===== src/logic/memq_pkg.sv =====
// memq shared sizing and types
// one package for the queue, hazard checker, arbiter and bench

package memq_pkg;

    // request address width
    localparam int ADDR_W = 8;

    // storage slots per queue, one slot always stays free
    // so usable capacity is DEPTH-1
    localparam int DEPTH = 4;

    // head/tail pointer width, wraps naturally at DEPTH
    localparam int PTR_W = $clog2(DEPTH);

    // usable entries per queue
    localparam int CAPACITY = DEPTH - 1;

    // per-cycle arbiter decision
    typedef enum logic [1:0] {
        ISSUE_NONE  = 2'd0,     // nothing goes out this cycle
        ISSUE_READ  = 2'd1,     // read queue head goes out
        ISSUE_WRITE = 2'd2      // write queue head goes out
    } issue_kind_e;

endpackage


===== src/logic/req_queue_if.sv =====
// request queue bundle: push side, pop side, status and visible slots
`timescale 1ns/1ps

interface req_queue_if;

    // push side, driven by top level routing
    logic                        push;
    logic [memq_pkg::ADDR_W-1:0] push_addr;

    // pop side, driven by the arbiter
    logic                        pop;

    // queue state, driven by req_fifo
    logic [memq_pkg::ADDR_W-1:0] head_addr;     // oldest entry
    logic [memq_pkg::PTR_W-1:0]  head_ptr;
    logic [memq_pkg::PTR_W-1:0]  tail_ptr;      // next free slot
    logic                        empty;
    logic                        full;
    logic [memq_pkg::ADDR_W-1:0] entries [memq_pkg::DEPTH];  // raw slots

    // the queue itself
    modport store (
        input  push, push_addr, pop,
        output head_addr, head_ptr, tail_ptr, empty, full, entries
    );

    // consumer that pops the head
    modport issue (
        output pop,
        input  head_addr, empty
    );

    // read-only view for address search
    modport snoop (
        input head_addr, head_ptr, tail_ptr, empty, entries
    );

endinterface


===== src/logic/req_fifo.sv =====
// request address queue, circular buffer with head/tail pointers
// exposes all slots so the occupied range can be searched
`timescale 1ns/1ps

module req_fifo (
    input logic   clkin,
    input logic   rst,
    req_queue_if.store q
);

    logic [memq_pkg::ADDR_W-1:0] mem [memq_pkg::DEPTH];  // address slots
    logic [memq_pkg::PTR_W-1:0]  head;                   // next to pop
    logic [memq_pkg::PTR_W-1:0]  tail;                   // next to fill
    logic [memq_pkg::PTR_W-1:0]  tail_inc;               // tail + 1, wrapped
    logic                        do_push;
    logic                        do_pop;

    assign tail_inc = tail + 1'b1;      // truncates to PTR_W, so it wraps

    // one slot stays unused so full and empty differ
    assign q.empty = (head == tail);
    assign q.full  = (tail_inc == head);

    // full drops the request, empty ignores a stray pop
    assign do_push = q.push && !q.full;
    assign do_pop  = q.pop && !q.empty;

    // pointer update, push and pop may happen in the same cycle
    always_ff @(posedge clkin) begin
        if (rst) begin
            head <= '0;
            tail <= '0;
        end else begin
            if (do_push) begin
                tail <= tail_inc;
            end
            if (do_pop) begin
                head <= head + 1'b1;
            end
        end
    end

    // slot storage, payload only so no reset
    always_ff @(posedge clkin) begin
        if (do_push) begin
            mem[tail] <= q.push_addr;
        end
    end

    assign q.head_addr = mem[head];     // valid only while not empty
    assign q.head_ptr  = head;
    assign q.tail_ptr  = tail;

    // every slot visible to the hazard search
    for (genvar i = 0; i < memq_pkg::DEPTH; i++) begin : g_entries
        assign q.entries[i] = mem[i];
    end

endmodule


===== src/logic/raw_hazard_check.sv =====
// read-after-write hazard search
// flags a read head whose address is still waiting in the write queue
`timescale 1ns/1ps

module raw_hazard_check (
    req_queue_if.snoop rdq,
    req_queue_if.snoop wrq,
    output logic       read_blocked
);

    logic [memq_pkg::DEPTH-1:0] occupied;   // write slot holds a live entry
    logic [memq_pkg::DEPTH-1:0] hit;        // live entry matches read head

    always_comb begin
        logic [memq_pkg::PTR_W-1:0] idx;
        logic                       no_wrap;

        no_wrap = (wrq.head_ptr <= wrq.tail_ptr);   // head==tail gives empty range
        for (int i = 0; i < memq_pkg::DEPTH; i++) begin
            idx = memq_pkg::PTR_W'(i);
            if (no_wrap) begin
                // live range is head..tail-1
                occupied[i] = (idx >= wrq.head_ptr) && (idx < wrq.tail_ptr);
            end else begin
                // range wraps past the last slot
                occupied[i] = (idx >= wrq.head_ptr) || (idx < wrq.tail_ptr);
            end
            hit[i] = occupied[i] && (wrq.entries[i] == rdq.head_addr);
        end
    end

    // head_addr of an empty read queue is stale, so mask it
    assign read_blocked = !rdq.empty && (|hit);

endmodule


===== src/logic/issue_arbiter.sv =====
// issue arbiter: registers grant, picks read, write or nothing per cycle
// pops the chosen queue and drives a one-cycle issue on the outputs
`timescale 1ns/1ps

module issue_arbiter (
    input  logic                        clkin,
    input  logic                        rst,
    input  logic                        bus_gnt,
    input  logic                        read_blocked,
    req_queue_if.issue                  rdq,
    req_queue_if.issue                  wrq,
    output logic [memq_pkg::ADDR_W-1:0] out_addr,
    output logic                        out_is_read,
    output logic                        valid_out
);

    logic                  gnt_q;       // grant delayed one cycle
    memq_pkg::issue_kind_e issue_kind;  // this cycle's decision

    always_ff @(posedge clkin) begin
        if (rst) begin
            gnt_q <= 1'b0;
        end else begin
            gnt_q <= bus_gnt;
        end
    end

    // reads go first unless an older write to the same address waits
    always_comb begin
        issue_kind = memq_pkg::ISSUE_NONE;
        if (gnt_q) begin
            if (!rdq.empty && !read_blocked) begin
                issue_kind = memq_pkg::ISSUE_READ;
            end else if (!wrq.empty) begin
                issue_kind = memq_pkg::ISSUE_WRITE;   // also drains blocking writes
            end
        end
    end

    assign rdq.pop = (issue_kind == memq_pkg::ISSUE_READ);
    assign wrq.pop = (issue_kind == memq_pkg::ISSUE_WRITE);

    // output register, valid_out pulses once per issue
    always_ff @(posedge clkin) begin
        if (rst) begin
            out_addr    <= '0;
            out_is_read <= 1'b0;
            valid_out   <= 1'b0;
        end else begin
            case (issue_kind)
                memq_pkg::ISSUE_READ: begin
                    out_addr    <= rdq.head_addr;
                    out_is_read <= 1'b1;
                    valid_out   <= 1'b1;
                end
                memq_pkg::ISSUE_WRITE: begin
                    out_addr    <= wrq.head_addr;
                    out_is_read <= 1'b0;
                    valid_out   <= 1'b1;
                end
                default: begin
                    valid_out   <= 1'b0;    // addr and kind hold last issue
                end
            endcase
        end
    end

endmodule


===== src/logic/memq_top.sv =====
// memq top: routes requests into read/write queues
// hazard checker and arbiter issue them onto the memory bus
`timescale 1ns/1ps

module memq_top (
    input  logic                        clkin,
    input  logic                        rst,
    input  logic                        valid_in,
    input  logic                        is_read,
    input  logic [memq_pkg::ADDR_W-1:0] in_addr,
    input  logic                        bus_gnt,
    output logic [memq_pkg::ADDR_W-1:0] out_addr,
    output logic                        out_is_read,
    output logic                        valid_out,
    output logic                        read_full,
    output logic                        write_full,
    output logic [memq_pkg::ADDR_W-1:0] read_head_addr
);

    req_queue_if rdq ();    // read request queue
    req_queue_if wrq ();    // write request queue

    logic read_blocked;     // read head waits on an older write

    // request routing, a full queue drops the request
    assign rdq.push      = valid_in && is_read && !rdq.full;
    assign rdq.push_addr = in_addr;
    assign wrq.push      = valid_in && !is_read && !wrq.full;
    assign wrq.push_addr = in_addr;

    req_fifo u_rd_fifo (
        .clkin (clkin),
        .rst   (rst),
        .q     (rdq)
    );

    req_fifo u_wr_fifo (
        .clkin (clkin),
        .rst   (rst),
        .q     (wrq)
    );

    raw_hazard_check u_hazard (
        .rdq          (rdq),
        .wrq          (wrq),
        .read_blocked (read_blocked)
    );

    issue_arbiter u_arbiter (
        .clkin        (clkin),
        .rst          (rst),
        .bus_gnt      (bus_gnt),
        .read_blocked (read_blocked),
        .rdq          (rdq),
        .wrq          (wrq),
        .out_addr     (out_addr),
        .out_is_read  (out_is_read),
        .valid_out    (valid_out)
    );

    // status for the requester
    assign read_full      = rdq.full;
    assign write_full     = wrq.full;
    assign read_head_addr = rdq.head_addr;

endmodule


===== config.mk =====
export PLATFORM = sky130hd
export DESIGN_NAME = memq_top
export DESIGN_NICKNAME = d
export VERILOG_FILES = /design/src/logic/memq_pkg.sv /design/src/logic/req_queue_if.sv /design/src/logic/req_fifo.sv /design/src/logic/raw_hazard_check.sv /design/src/logic/issue_arbiter.sv /design/src/logic/memq_top.sv
export SDC_FILE = /design/constraint.sdc
export NUM_CORES = 1
export LEC_CHECK = 0
export BUFFER_PORTS_ARGS = -buffer_cell sky130_fd_sc_hd__buf_2
export CAP_MARGIN = 40
export CORE_MARGIN = 5
export CORE_UTILIZATION = 64
export DETAILED_ROUTE_END_ITERATION = 6
export HOLD_SLACK_MARGIN = 0.12
export PLACE_DENSITY = 0.84
export SLEW_MARGIN = 25
export SYNTH_ARGS = -nofsm -noshare
export SYNTH_HDL_FRONTEND = slang
export SYNTH_SLANG_ARGS = --single-unit

===== constraint.sdc =====
create_clock -name clkin -period 7.5 [get_ports clkin]
set_clock_uncertainty 0.1 [all_clocks]
set_input_delay 0.375 -clock clkin [delete_from_list [all_inputs] [get_ports clkin]]
set_output_delay 0.375 -clock clkin [all_outputs]
set_load 0.1 [all_outputs]

After elaboration in Yosys (flattened, before gate mapping)
Memories as Yosys holds them, arrays and structs flattened. A register that Yosys moved wholly into a read port is not among the register bits.
Index checks and enable logic that the tools add are counted.
{"block": "totals", "mem_bits_rw": 64, "input_bits": 13, "out_inout_bits": 20, "regBits": 19, "n_memories": 2, "wordCells": 82}
{"memory": "u_rd_fifo.mem", "words": 4, "word_bits": 8, "read_ports": 1, "rd_clocked_by_memory_dff": 1, "write_ports": 1, "line": "req_fifo.sv:11", "source": "logic [memq_pkg::ADDR_W-1:0] mem [memq_pkg::DEPTH];"}
{"memory": "u_wr_fifo.mem", "words": 4, "word_bits": 8, "read_ports": 5, "rd_clocked_by_memory_dff": 1, "write_ports": 1, "line": "req_fifo.sv:11"}
{"block": "op_classes", "n_mux": 18, "order_cmp": 9, "addsub": 4, "eq_ne": 10, "reduce_logical": 31}
{"cell": "$eq 8x8->1", "count": 4}
{"cell": "$logic_and 1x1->1", "count": 18}
{"cell": "$pmux 8 s2", "count": 1}
{"cell": "$mux 2", "count": 7}
{"cell": "$mux 1", "count": 9}
{"cell": "$add 2x1->2 const B", "count": 4}
{"cell": "$eq 2x2->1", "count": 4}
{"cell": "$logic_not 1->1", "count": 6}
{"cell": "$ge 1x2->1 const A", "count": 2}
{"cell": "$ge 2x2->1 const A", "count": 2}
{"cell": "$logic_or 1x1->1", "count": 4}
{"cell": "$lt 1x2->1 const A", "count": 2}
{"cell": "$lt 2x2->1 const A", "count": 2}
{"cell": "$reduce_or 4->1", "count": 1}
{"cell": "$eq 2x1->1 const B", "count": 1}
{"cell": "$eq 2x2->1 const B", "count": 1}
{"cell": "$le 2x2->1", "count": 1}
{"cell": "$pmux 1 s2", "count": 1}
{"cell": "$reduce_bool 2->1", "count": 1}
{"cell": "$reduce_or 2->1", "count": 1}

Depth between registers and ports, before layout
Gate-level depths: netlist of run 1.
{"block": "logic_depth", "ltp_word": 14, "depth_mapped": 14, "depth_no_buf": 13}

Cells and area by module
Synthesis of run 1 repeated with hierarchy kept, for this count alone.
{"block": "unflattened", "hier_cells": 280, "hier_area_um2": 4031.4}
{"mod": "req_fifo", "cells_per_inst": 83, "area_per_inst_um2": 1511.4, "n_inst": 2}
{"mod": "issue_arbiter", "cells_per_inst": 51, "area_per_inst_um2": 525.5, "n_inst": 1}
{"mod": "raw_hazard_check", "cells_per_inst": 61, "area_per_inst_um2": 461.7, "n_inst": 1}
{"mod": "memq_top", "cells_per_inst": 2, "area_per_inst_um2": 21.3, "n_inst": 1}

Worst setup path before layout of run 1
OpenSTA, ideal clock, no wires.
{"block": "synth_path", "path_type": "register to register", "from": "register u_wr_fifo.tail, in the netlist u_wr_fifo.q.tail_ptr[1]", "to": "register u_arbiter.out_addr[0] (netlist name)", "setup_ps": 67, "arrival_ps": 3112, "stages_incl_launch_ff": 14, "setup_slack_ps": 4221, "t_required_ps": 7333, "path_cell_list": "dfxtp_1 inv_1 ha_1 nor2b_1 o21ai_0 maj3_1 nor4_2 a2111oi_2 nand3_1 ha_1 clkbuf_1 clkbuf_1 a21oi_1 nor2_1"}
{"block": "synth_via", "elab_chain_len": 12, "word_cells_on_any_way": 33}
{"element": "start: declaration", "line": "req_fifo.sv:13", "source": "logic [memq_pkg::PTR_W-1:0] tail;"}
{"element": "start signal: assignment", "line": "req_fifo.sv:35", "source": "tail <= tail_inc;"}
{"element": "$lt 1x2->1 or $lt 2x2->1 (tied branches)", "line": "raw_hazard_check.sv:23, raw_hazard_check.sv:26"}
{"element": "$logic_or 1x1->1 or $logic_and 1x1->1 (tied branches)", "line": "raw_hazard_check.sv:26, raw_hazard_check.sv:23"}
{"element": "$mux 1", "line": "raw_hazard_check.sv:21", "source": "if (no_wrap) begin"}
{"element": "$logic_and 1x1->1", "line": "raw_hazard_check.sv:28", "source": "hit[i] = occupied[i] && (wrq.entries[i] == rdq.head_addr);"}
{"element": "$reduce_or 4->1", "line": "raw_hazard_check.sv:33", "source": "assign read_blocked = !rdq.empty && (|hit);"}
{"element": "$logic_and 1x1->1", "line": "raw_hazard_check.sv:33"}
{"element": "$logic_not 1->1", "line": "issue_arbiter.sv:32", "source": "if (!rdq.empty && !read_blocked) begin"}
{"element": "$logic_and 1x1->1", "line": "issue_arbiter.sv:32"}
{"element": "$mux 2 (*)", "line": "issue_arbiter.sv:32"}
{"element": "$mux 2 (*)", "line": "issue_arbiter.sv:31", "source": "if (gnt_q) begin"}
{"element": "$eq 2x2->1 or $eq 2x1->1 (tied branches)", "line": "issue_arbiter.sv:50", "source": "case (issue_kind)"}
{"element": "$pmux 8 s2 or $reduce_bool 2->1 (tied branches)"}
{"element": "end signal: assignment", "line": "issue_arbiter.sv:52", "source": "out_addr <= rdq.head_addr;"}
{"element": "end signal: assignment", "line": "issue_arbiter.sv:57", "source": "out_addr <= wrq.head_addr;"}
{"element": "end: declaration", "line": "issue_arbiter.sv:12", "source": "output logic [memq_pkg::ADDR_W-1:0] out_addr,"}
Every way passes the cells marked *; elsewhere a longest branch is shown, timed or not.
A chain may end at the register's enable or synchronous reset.

Worst setup path after layout of run 1
{"block": "layout_path", "from": "register u_wr_fifo.tail, in the netlist u_wr_fifo.q.tail_ptr[1]", "to": "register u_arbiter.out_addr[1] (netlist name)"}
Same word-level chain as after synthesis.

==> impl_metrics.json, run 1 <==
{
  "cp_slowest_cell": "ha_1",
  "total_power_mw": 1.065,
  "min_path_cells": 2,
  "start_kind": "register",
  "pin_count": 33,
  "cts-hold-fix-buffers": 0,
  "relSlewSlack_pct": 55.10,
  "crit_arrival_ns": 3.84,
  "final_antenna_net_count": 0,
  "seq_area_um2": 2382,
  "synth-seq-cells": 87,
  "stdcell_count": 385,
  "placement_rows": 28,
  "nFillCells": 392,
  "critPathMaxStageDelay_ns": 0.63,
  "synthToLayoutAreaGrowth_pct": 8.903,
  "holdPathEnd": "u_arbiter.gnt_q",
  "worstPathMaxFanout": 19,
  "drc": 0,
  "power_density_nw_per_um2": 244.2,
  "cp_top_family": "compound AO/OA/AOI/OAI gates",
  "place.gp.congestion": 0.7557,
  "path_buf_inv": 1,
  "r2r_end": "u_arbiter.out_addr[1]",
  "port-buffer-count": 32,
  "synth_fp_nets": 307,
  "die_area_um2": 7940,
  "cp.required_ns": 7.64,
  "critPathKind": "register to register",
  "rsz0062_at_grt": "false",
  "endpoint_kind": "register",
  "async_flop_share_pct": 0,
  "startpoint": "u_wr_fifo.q.tail_ptr[1]",
  "finalHoldWorstSlack_ns": 0.1630,
  "cts-htree-levels": 3,
  "ys_warn_count": 0,
  "synth_ff_type": "edfxtp_1",
  "grt_pass1_vias": 2255,
  "grt_pass1_wl_um": 11060,
  "synth_top_area_share_pct": 47.99,
  "cts_buffers": 9,
  "finalWorstSetupSlack_ns": 3.792,
  "multi_input_area_um2": 1468,
  "hp-class": "primary input to register",
  "dp_hpwl_um": 5118,
  "power_leakage_nw": 1.530,
  "grt-ovfl-total": 0,
  "tightest_slew_ns": 0.6665,
  "yosys.area.top_type": "edfxtp_1",
  "gr-usage-all-layers_pct": 19.28,
  "pre_cts_slack_ns": 3.819,
  "core_um2": 5991,
  "drt-initial-drc-count": 110,
  "die_y_um": 89.11,
  "final_hold_viol_count": 0,
  "ir_drop_uv": 148.6,
  "wire_per_inst_um": 17.95,
  "period_share_pct": 49.44,
  "cp_cell_sequence": "inv_1 > ha_1 > nor2b_1 > o21ai_0 > maj3_1 > nor4_2 > a2111oi_2 > a21oi_1 > ha_1 > nor2_1 > a21oi_1 > nor2_1",
  "clock-sinks": 87,
  "outcome": "complete, no violations",
  "setup_viol": 0,
  "placed_cells": 369,
  "wl_um": 6912,
  "vias_per_cell": 5.618,
  "syn_avg_cell_area_um2": 14.36,
  "clockRootBuffer": "clkbuf_8",
  "setup_tns_ns": 0,
  "worstRegToRegCells": 12,
  "syn_area_um2": 4005,
  "drt-pass1-iter-count": 4,
  "grt_max_degree": 22,
  "initial_core_util_pct": 66.85,
  "diodes": 0,
  "hold_path.startpoint": "bus_gnt",
  "syn_inst": 279,
  "ys_top_cells_by_area": "edfxtp_1 (48%), dfxtp_1 (11%), mux4_2 (9.0%)",
  "drive_gt1_share_pct": 22.58,
  "clk_latency_ns": 0.36,
  "antenna_found_initial": 0,
  "nNetsFinal": 333,
  "max_clock_freq_mhz": 269.7,
  "ctsResizeCount": 0,
  "yosysSeqAreaShare_pct": 59.48,
  "clk_path_buf_depth": 2,
  "cts_setup_buffers": 0,
  "fin_crit_ns": 3.708,
  "vias": 2163,
  "rrSetupSlack_ns": 3.79,
  "drv_slew": 0,
  "max_cap_violations": 0,
  "die_x_um": 89.11,
  "yosysUniqueCellTypes": 29,
  "synth_edf_count": 64,
  "cts_tree": "done",
  "clk_pin_slew_ns": 0.09,
  "timing.rr.start": "u_wr_fifo.q.tail_ptr[1]"
}
==> layer usage <==
metal  global-route usage, %  up-vias  wire length (µm)
met5                       0        -                 0
met2                   31.35       53              3398
met3                   4.240       11               335
met1                   25.43     1051              3032
li1                        -     1048                 -
met4                   7.578        0               145
==> synth_stat cells, drive strengths merged (2+ instances only) <==
master  instances
edfxtp         64
nor2           33
xnor2          30
dfxtp          23
mux4           16
ha             15
a21oi          12
buf            11
xor2           11
mux2i           9
nand2           9
and2            8
inv             8
clkbuf          6
nand3           6
nor4            4
maj3            3
nand4           3
nor2b           2
==> worst register-to-register path: stages, from the launching register on <==
cell,delay [ns]
dfxtp_1,0.39
inv_1,0.12
ha_1,0.32
nor2b_1,0.13
o21ai_0,0.53
maj3_1,0.34
nor4_2,0.07
a2111oi_2,0.52
a21oi_1,0.15
ha_1,0.63
nor2_1,0.11
a21oi_1,0.14
nor2_1,0.06
==> final cells by class <==
type                            instances  share of cell area, %
Timing Repair Buffer                   32                  3.672
Clock buffer                           10                  2.926
Inverter                                8                 0.6885
Clock inverter                          6                  2.295
Tap cell                               75                  2.151
Sequential cell                        87                  54.62
Multi-Input combinational cell        167                  33.65
==> power by group <==
part / switching [mW] / total [mW] / internal (mW)
combinational: 0.115 / 0.157 / 0.0419
clock: 0.173 / 0.367 / 0.194
sequential: 0.00919 / 0.541 / 0.532
==> kinds of logic after synthesis <==
group           synth area share [%]
flops                          59.48
fa+ha+maj                      5.436
mux                            11.25
simple gates                   8.435
buf+inv                        3.874
xor+xnor                       9.341
compound gates                 2.187
==> registers in the layout, indices dropped and copies added (netlist names), named ones only <==
name,count
u_wr_fifo.q.head_ptr,2
u_rd_fifo.mem,32
u_wr_fifo.q.tail_ptr,2
u_arbiter.out_is_read,1
u_wr_fifo.mem,32
u_arbiter.out_addr,8
u_rd_fifo.q.head_ptr,2
u_arbiter.valid_out,1
u_arbiter.gnt_q,1
u_rd_fifo.q.tail_ptr,2
==> worst max-delay path by stage <==
stage | depth (start not counted) | end
global route | 12 | u_arbiter.out_addr[0]
floorplan | 13 | u_arbiter.out_addr[0]
detailed placement | 12 | u_arbiter.out_addr[1]
CTS | 12 | u_arbiter.out_addr[1]
finish | 12 | u_arbiter.out_addr[1]
global placement | 12 | u_arbiter.out_addr[5]
==> per-stage QoR <==
stage / cell area [µm²] / utilization (%)
2_1_floorplan: 4005 / -
3_3_place_gp: 4134 / 69.01
3_5_place_dp: 4134 / 69.01
4_1_cts: 4362 / 72.81
5_1_grt: 4362 / 72.81
6_report: 4362 / 72.81
==> cells in the final DEF (no fill, tap or decap), drive strengths merged, types with 10 or more instances in the layout <==
| cell type | instances |
|---|---|
| edfxtp | 64 |
| nor2 | 33 |
| buf | 32 |
| xnor2 | 30 |
| dfxtp | 23 |
| mux4 | 16 |
| ha | 15 |
| a21oi | 12 |
| xor2 | 11 |
| inv | 11 |
| clkbuf | 10 |
Power figures use the tool's default switching activity.
==> inputs of run 2 (changes only) <==
CORE_UTILIZATION = 59   (was 64)
PLACE_DENSITY = 0.79   (was 0.84)
clock period = 3.7 ns   (was 7.5 ns; I/O delays follow)
==> impl_metrics.json, run 2 (synthesis gave the netlist of run 1 again) <==
{
  "internal_power_mw": 1.438,
  "grt_max_degree": 22,
  "diodes": 0,
  "nFillCells": 502,
  "p_seq_share_pct": 53.0,
  "max_clock_freq_mhz": 302.9,
  "final_common_cell": "edfxtp_1",
  "rrSetupSlack_ns": 0.40,
  "worstRegToRegCells": 11,
  "nNetsFinal": 346,
  "cp_cell_sequence": "buf_4 > mux4_2 > xnor2_2 > nand3_1 > nor4_2 > a2111oi_2 > nand3_1 > ha_1 > nor2_1 > a21oi_1 > nor2_1",
  "ir_drop_uv": 357.7,
  "wire_per_inst_um": 17.37,
  "hold_path.startpoint": "is_read",
  "layout_common_cells": "edfxtp_1 (64), nor2_1 (33), buf_2 (32), xnor2_1 (28), dfxtp_1 (23)",
  "initial_core_util_pct": 59.94,
  "crit_arrival_ns": 3.44,
  "port-buffer-count": 32,
  "path_buf_inv": 1,
  "clk_latency_ns": 0.37,
  "placed_area_um2": 4163,
  "power_leakage_nw": 1.573,
  "wl_um": 7002,
  "finalHoldWorstSlack_ns": 0.1402,
  "hp-class": "primary input to register",
  "tightest_slew_ns": 0.6656,
  "fin_util_pct": 66.69,
  "place.gp.congestion": 0.8603,
  "start_kind": "register",
  "p_clk_share_pct": 31.1,
  "vias_per_cell": 5.404,
  "grt-ovfl-total": 0,
  "rsz0062_at_grt": "false",
  "drt-pass1-iter-count": 4,
  "antenna_found_initial": 0,
  "fin_crit_ns": 3.302,
  "netSwitchingPower_uw": 630.2,
  "min_path_cells": 4,
  "drc": 0,
  "pin_count": 33,
  "die_y_um": 92.39,
  "setup_tns_ns": 0,
  "die_area_um2": 8536,
  "cts_buffers": 9,
  "placement_rows": 30,
  "core_um2": 6681,
  "placed_cells": 377,
  "r2r_end": "u_arbiter.out_addr[7]",
  "setup_viol": 0,
  "grt_pass1_vias": 2293,
  "holdPathEnd": "u_wr_fifo.q.tail_ptr[0]",
  "synthToLayoutAreaGrowth_pct": 11.25,
  "fin_area_um2": 4456,
  "cts-htree-levels": 3,
  "cp_slowest_cell": "mux4_2",
  "max_cap_violations": 0,
  "clockRootBuffer": "clkbuf_8",
  "drive_gt1_share_pct": 22.91,
  "outcome": "complete, no violations",
  "grt_pass1_wl_um": 11570,
  "drt-initial-drc-count": 141,
  "gr-usage-all-layers_pct": 18.18,
  "clk_path_buf_depth": 2,
  "cp.required_ns": 3.84,
  "vias": 2178,
  "period_share_pct": 89.23,
  "worstPathMaxFanout": 19,
  "critPathMaxStageDelay_ns": 0.66,
  "swShare_pct": 30.47,
  "critPathKind": "register to register",
  "final_hold_viol_count": 0,
  "power_density_nw_per_um2": 464.1,
  "final_antenna_net_count": 0,
  "p_comb_share_pct": 15.9,
  "top_regs": "u_rd_fifo.mem x32, u_wr_fifo.mem x32, u_arbiter.out_addr x8",
  "clk_pin_slew_ns": 0.10,
  "clock-sinks": 87,
  "stdcell_count": 403,
  "relSlewSlack_pct": 55.53,
  "drv_slew": 0,
  "cts_tree": "done",
  "endpoint_kind": "register",
  "ctsResizeCount": 0,
  "die_x_um": 92.39,
  "dp_hpwl_um": 5068,
  "cp_top_family": "multiplexers"
}
[run 2: cell count changes in the layout (fill, tap and decap cells not counted), sizes merged]
| cell | before | now |
|---|---|---|
| dlygate4sd3 | 0 | 10 |
| buf | 32 | 35 |
| bufinv | 2 | 0 |
| inv | 11 | 13 |
| clkbuf | 10 | 9 |
| clkinv | 1 | 2 |
[run 2: worst max path at each step]
stage,from,endpoint,cells after the start
3_3_place_gp,register,u_arbiter.out_addr[5],11
6_report,register,u_arbiter.out_addr[7],11
4_1_cts,register,u_arbiter.out_addr[7],11
3_5_place_dp,register,u_arbiter.out_addr[7],11
5_1_grt,register,u_arbiter.out_addr[0],11
2_1_floorplan,u_wr_fifo.q.tail_ptr[1],u_arbiter.out_addr[0],13
[run 2: per-layer routing]
layer	GRT usage, %	vias up	wire [µm]
li1	-	1073	-
met1	22.83	1044	3148
met2	29.97	46	3356
met3	4.224	15	336
met4	8.292	0	161
met5	0	-	0
[run 2: repair_timing]
action,CTS,global route
hold endpoints to repair,72,0
hold buffers,10,0
setup buffers,0,0
[run 2: final cells by class]
class	count	area [µm²]	area share, %
clock inverter	7	68.82	1.545
sequential	87	2382	53.47
tap	80	100.1	2.247
clock buffer	9	123.9	2.780
timing repair buffer	45	282.8	6.347
multi-input combinational	167	1468	32.94
inverter	8	30.03	0.6740
[run 2: worst reg2reg max path: stages, from the launching register on]
cell and delay [ns]:
dfxtp_1 0.32, buf_4 0.20, mux4_2 0.66, xnor2_2 0.18
nand3_1 0.12, nor4_2 0.06, a2111oi_2 0.47, nand3_1 0.15
ha_1 0.64, nor2_1 0.11, a21oi_1 0.14, nor2_1 0.05
[run 2: per-stage QoR]
step	total power, mW	worst slack [ns]
floorplan	1.383	0.4206
global placement	1.435	0.4174
global route	2.159	0.05726
detailed placement	1.441	0.3962
finish	2.068	0.3984
CTS	2.083	0.3716
[run 2: power groups by stage]
stage / clock, mW / sequential [mW] / combinational (mW)
floorplan: 0 / 1.17 / 0.217
global placement: 0 / 1.12 / 0.319
detailed placement: 0 / 1.12 / 0.323
CTS: 0.656 / 1.10 / 0.331
global route: 0.707 / 1.10 / 0.353
finish: 0.644 / 1.10 / 0.329
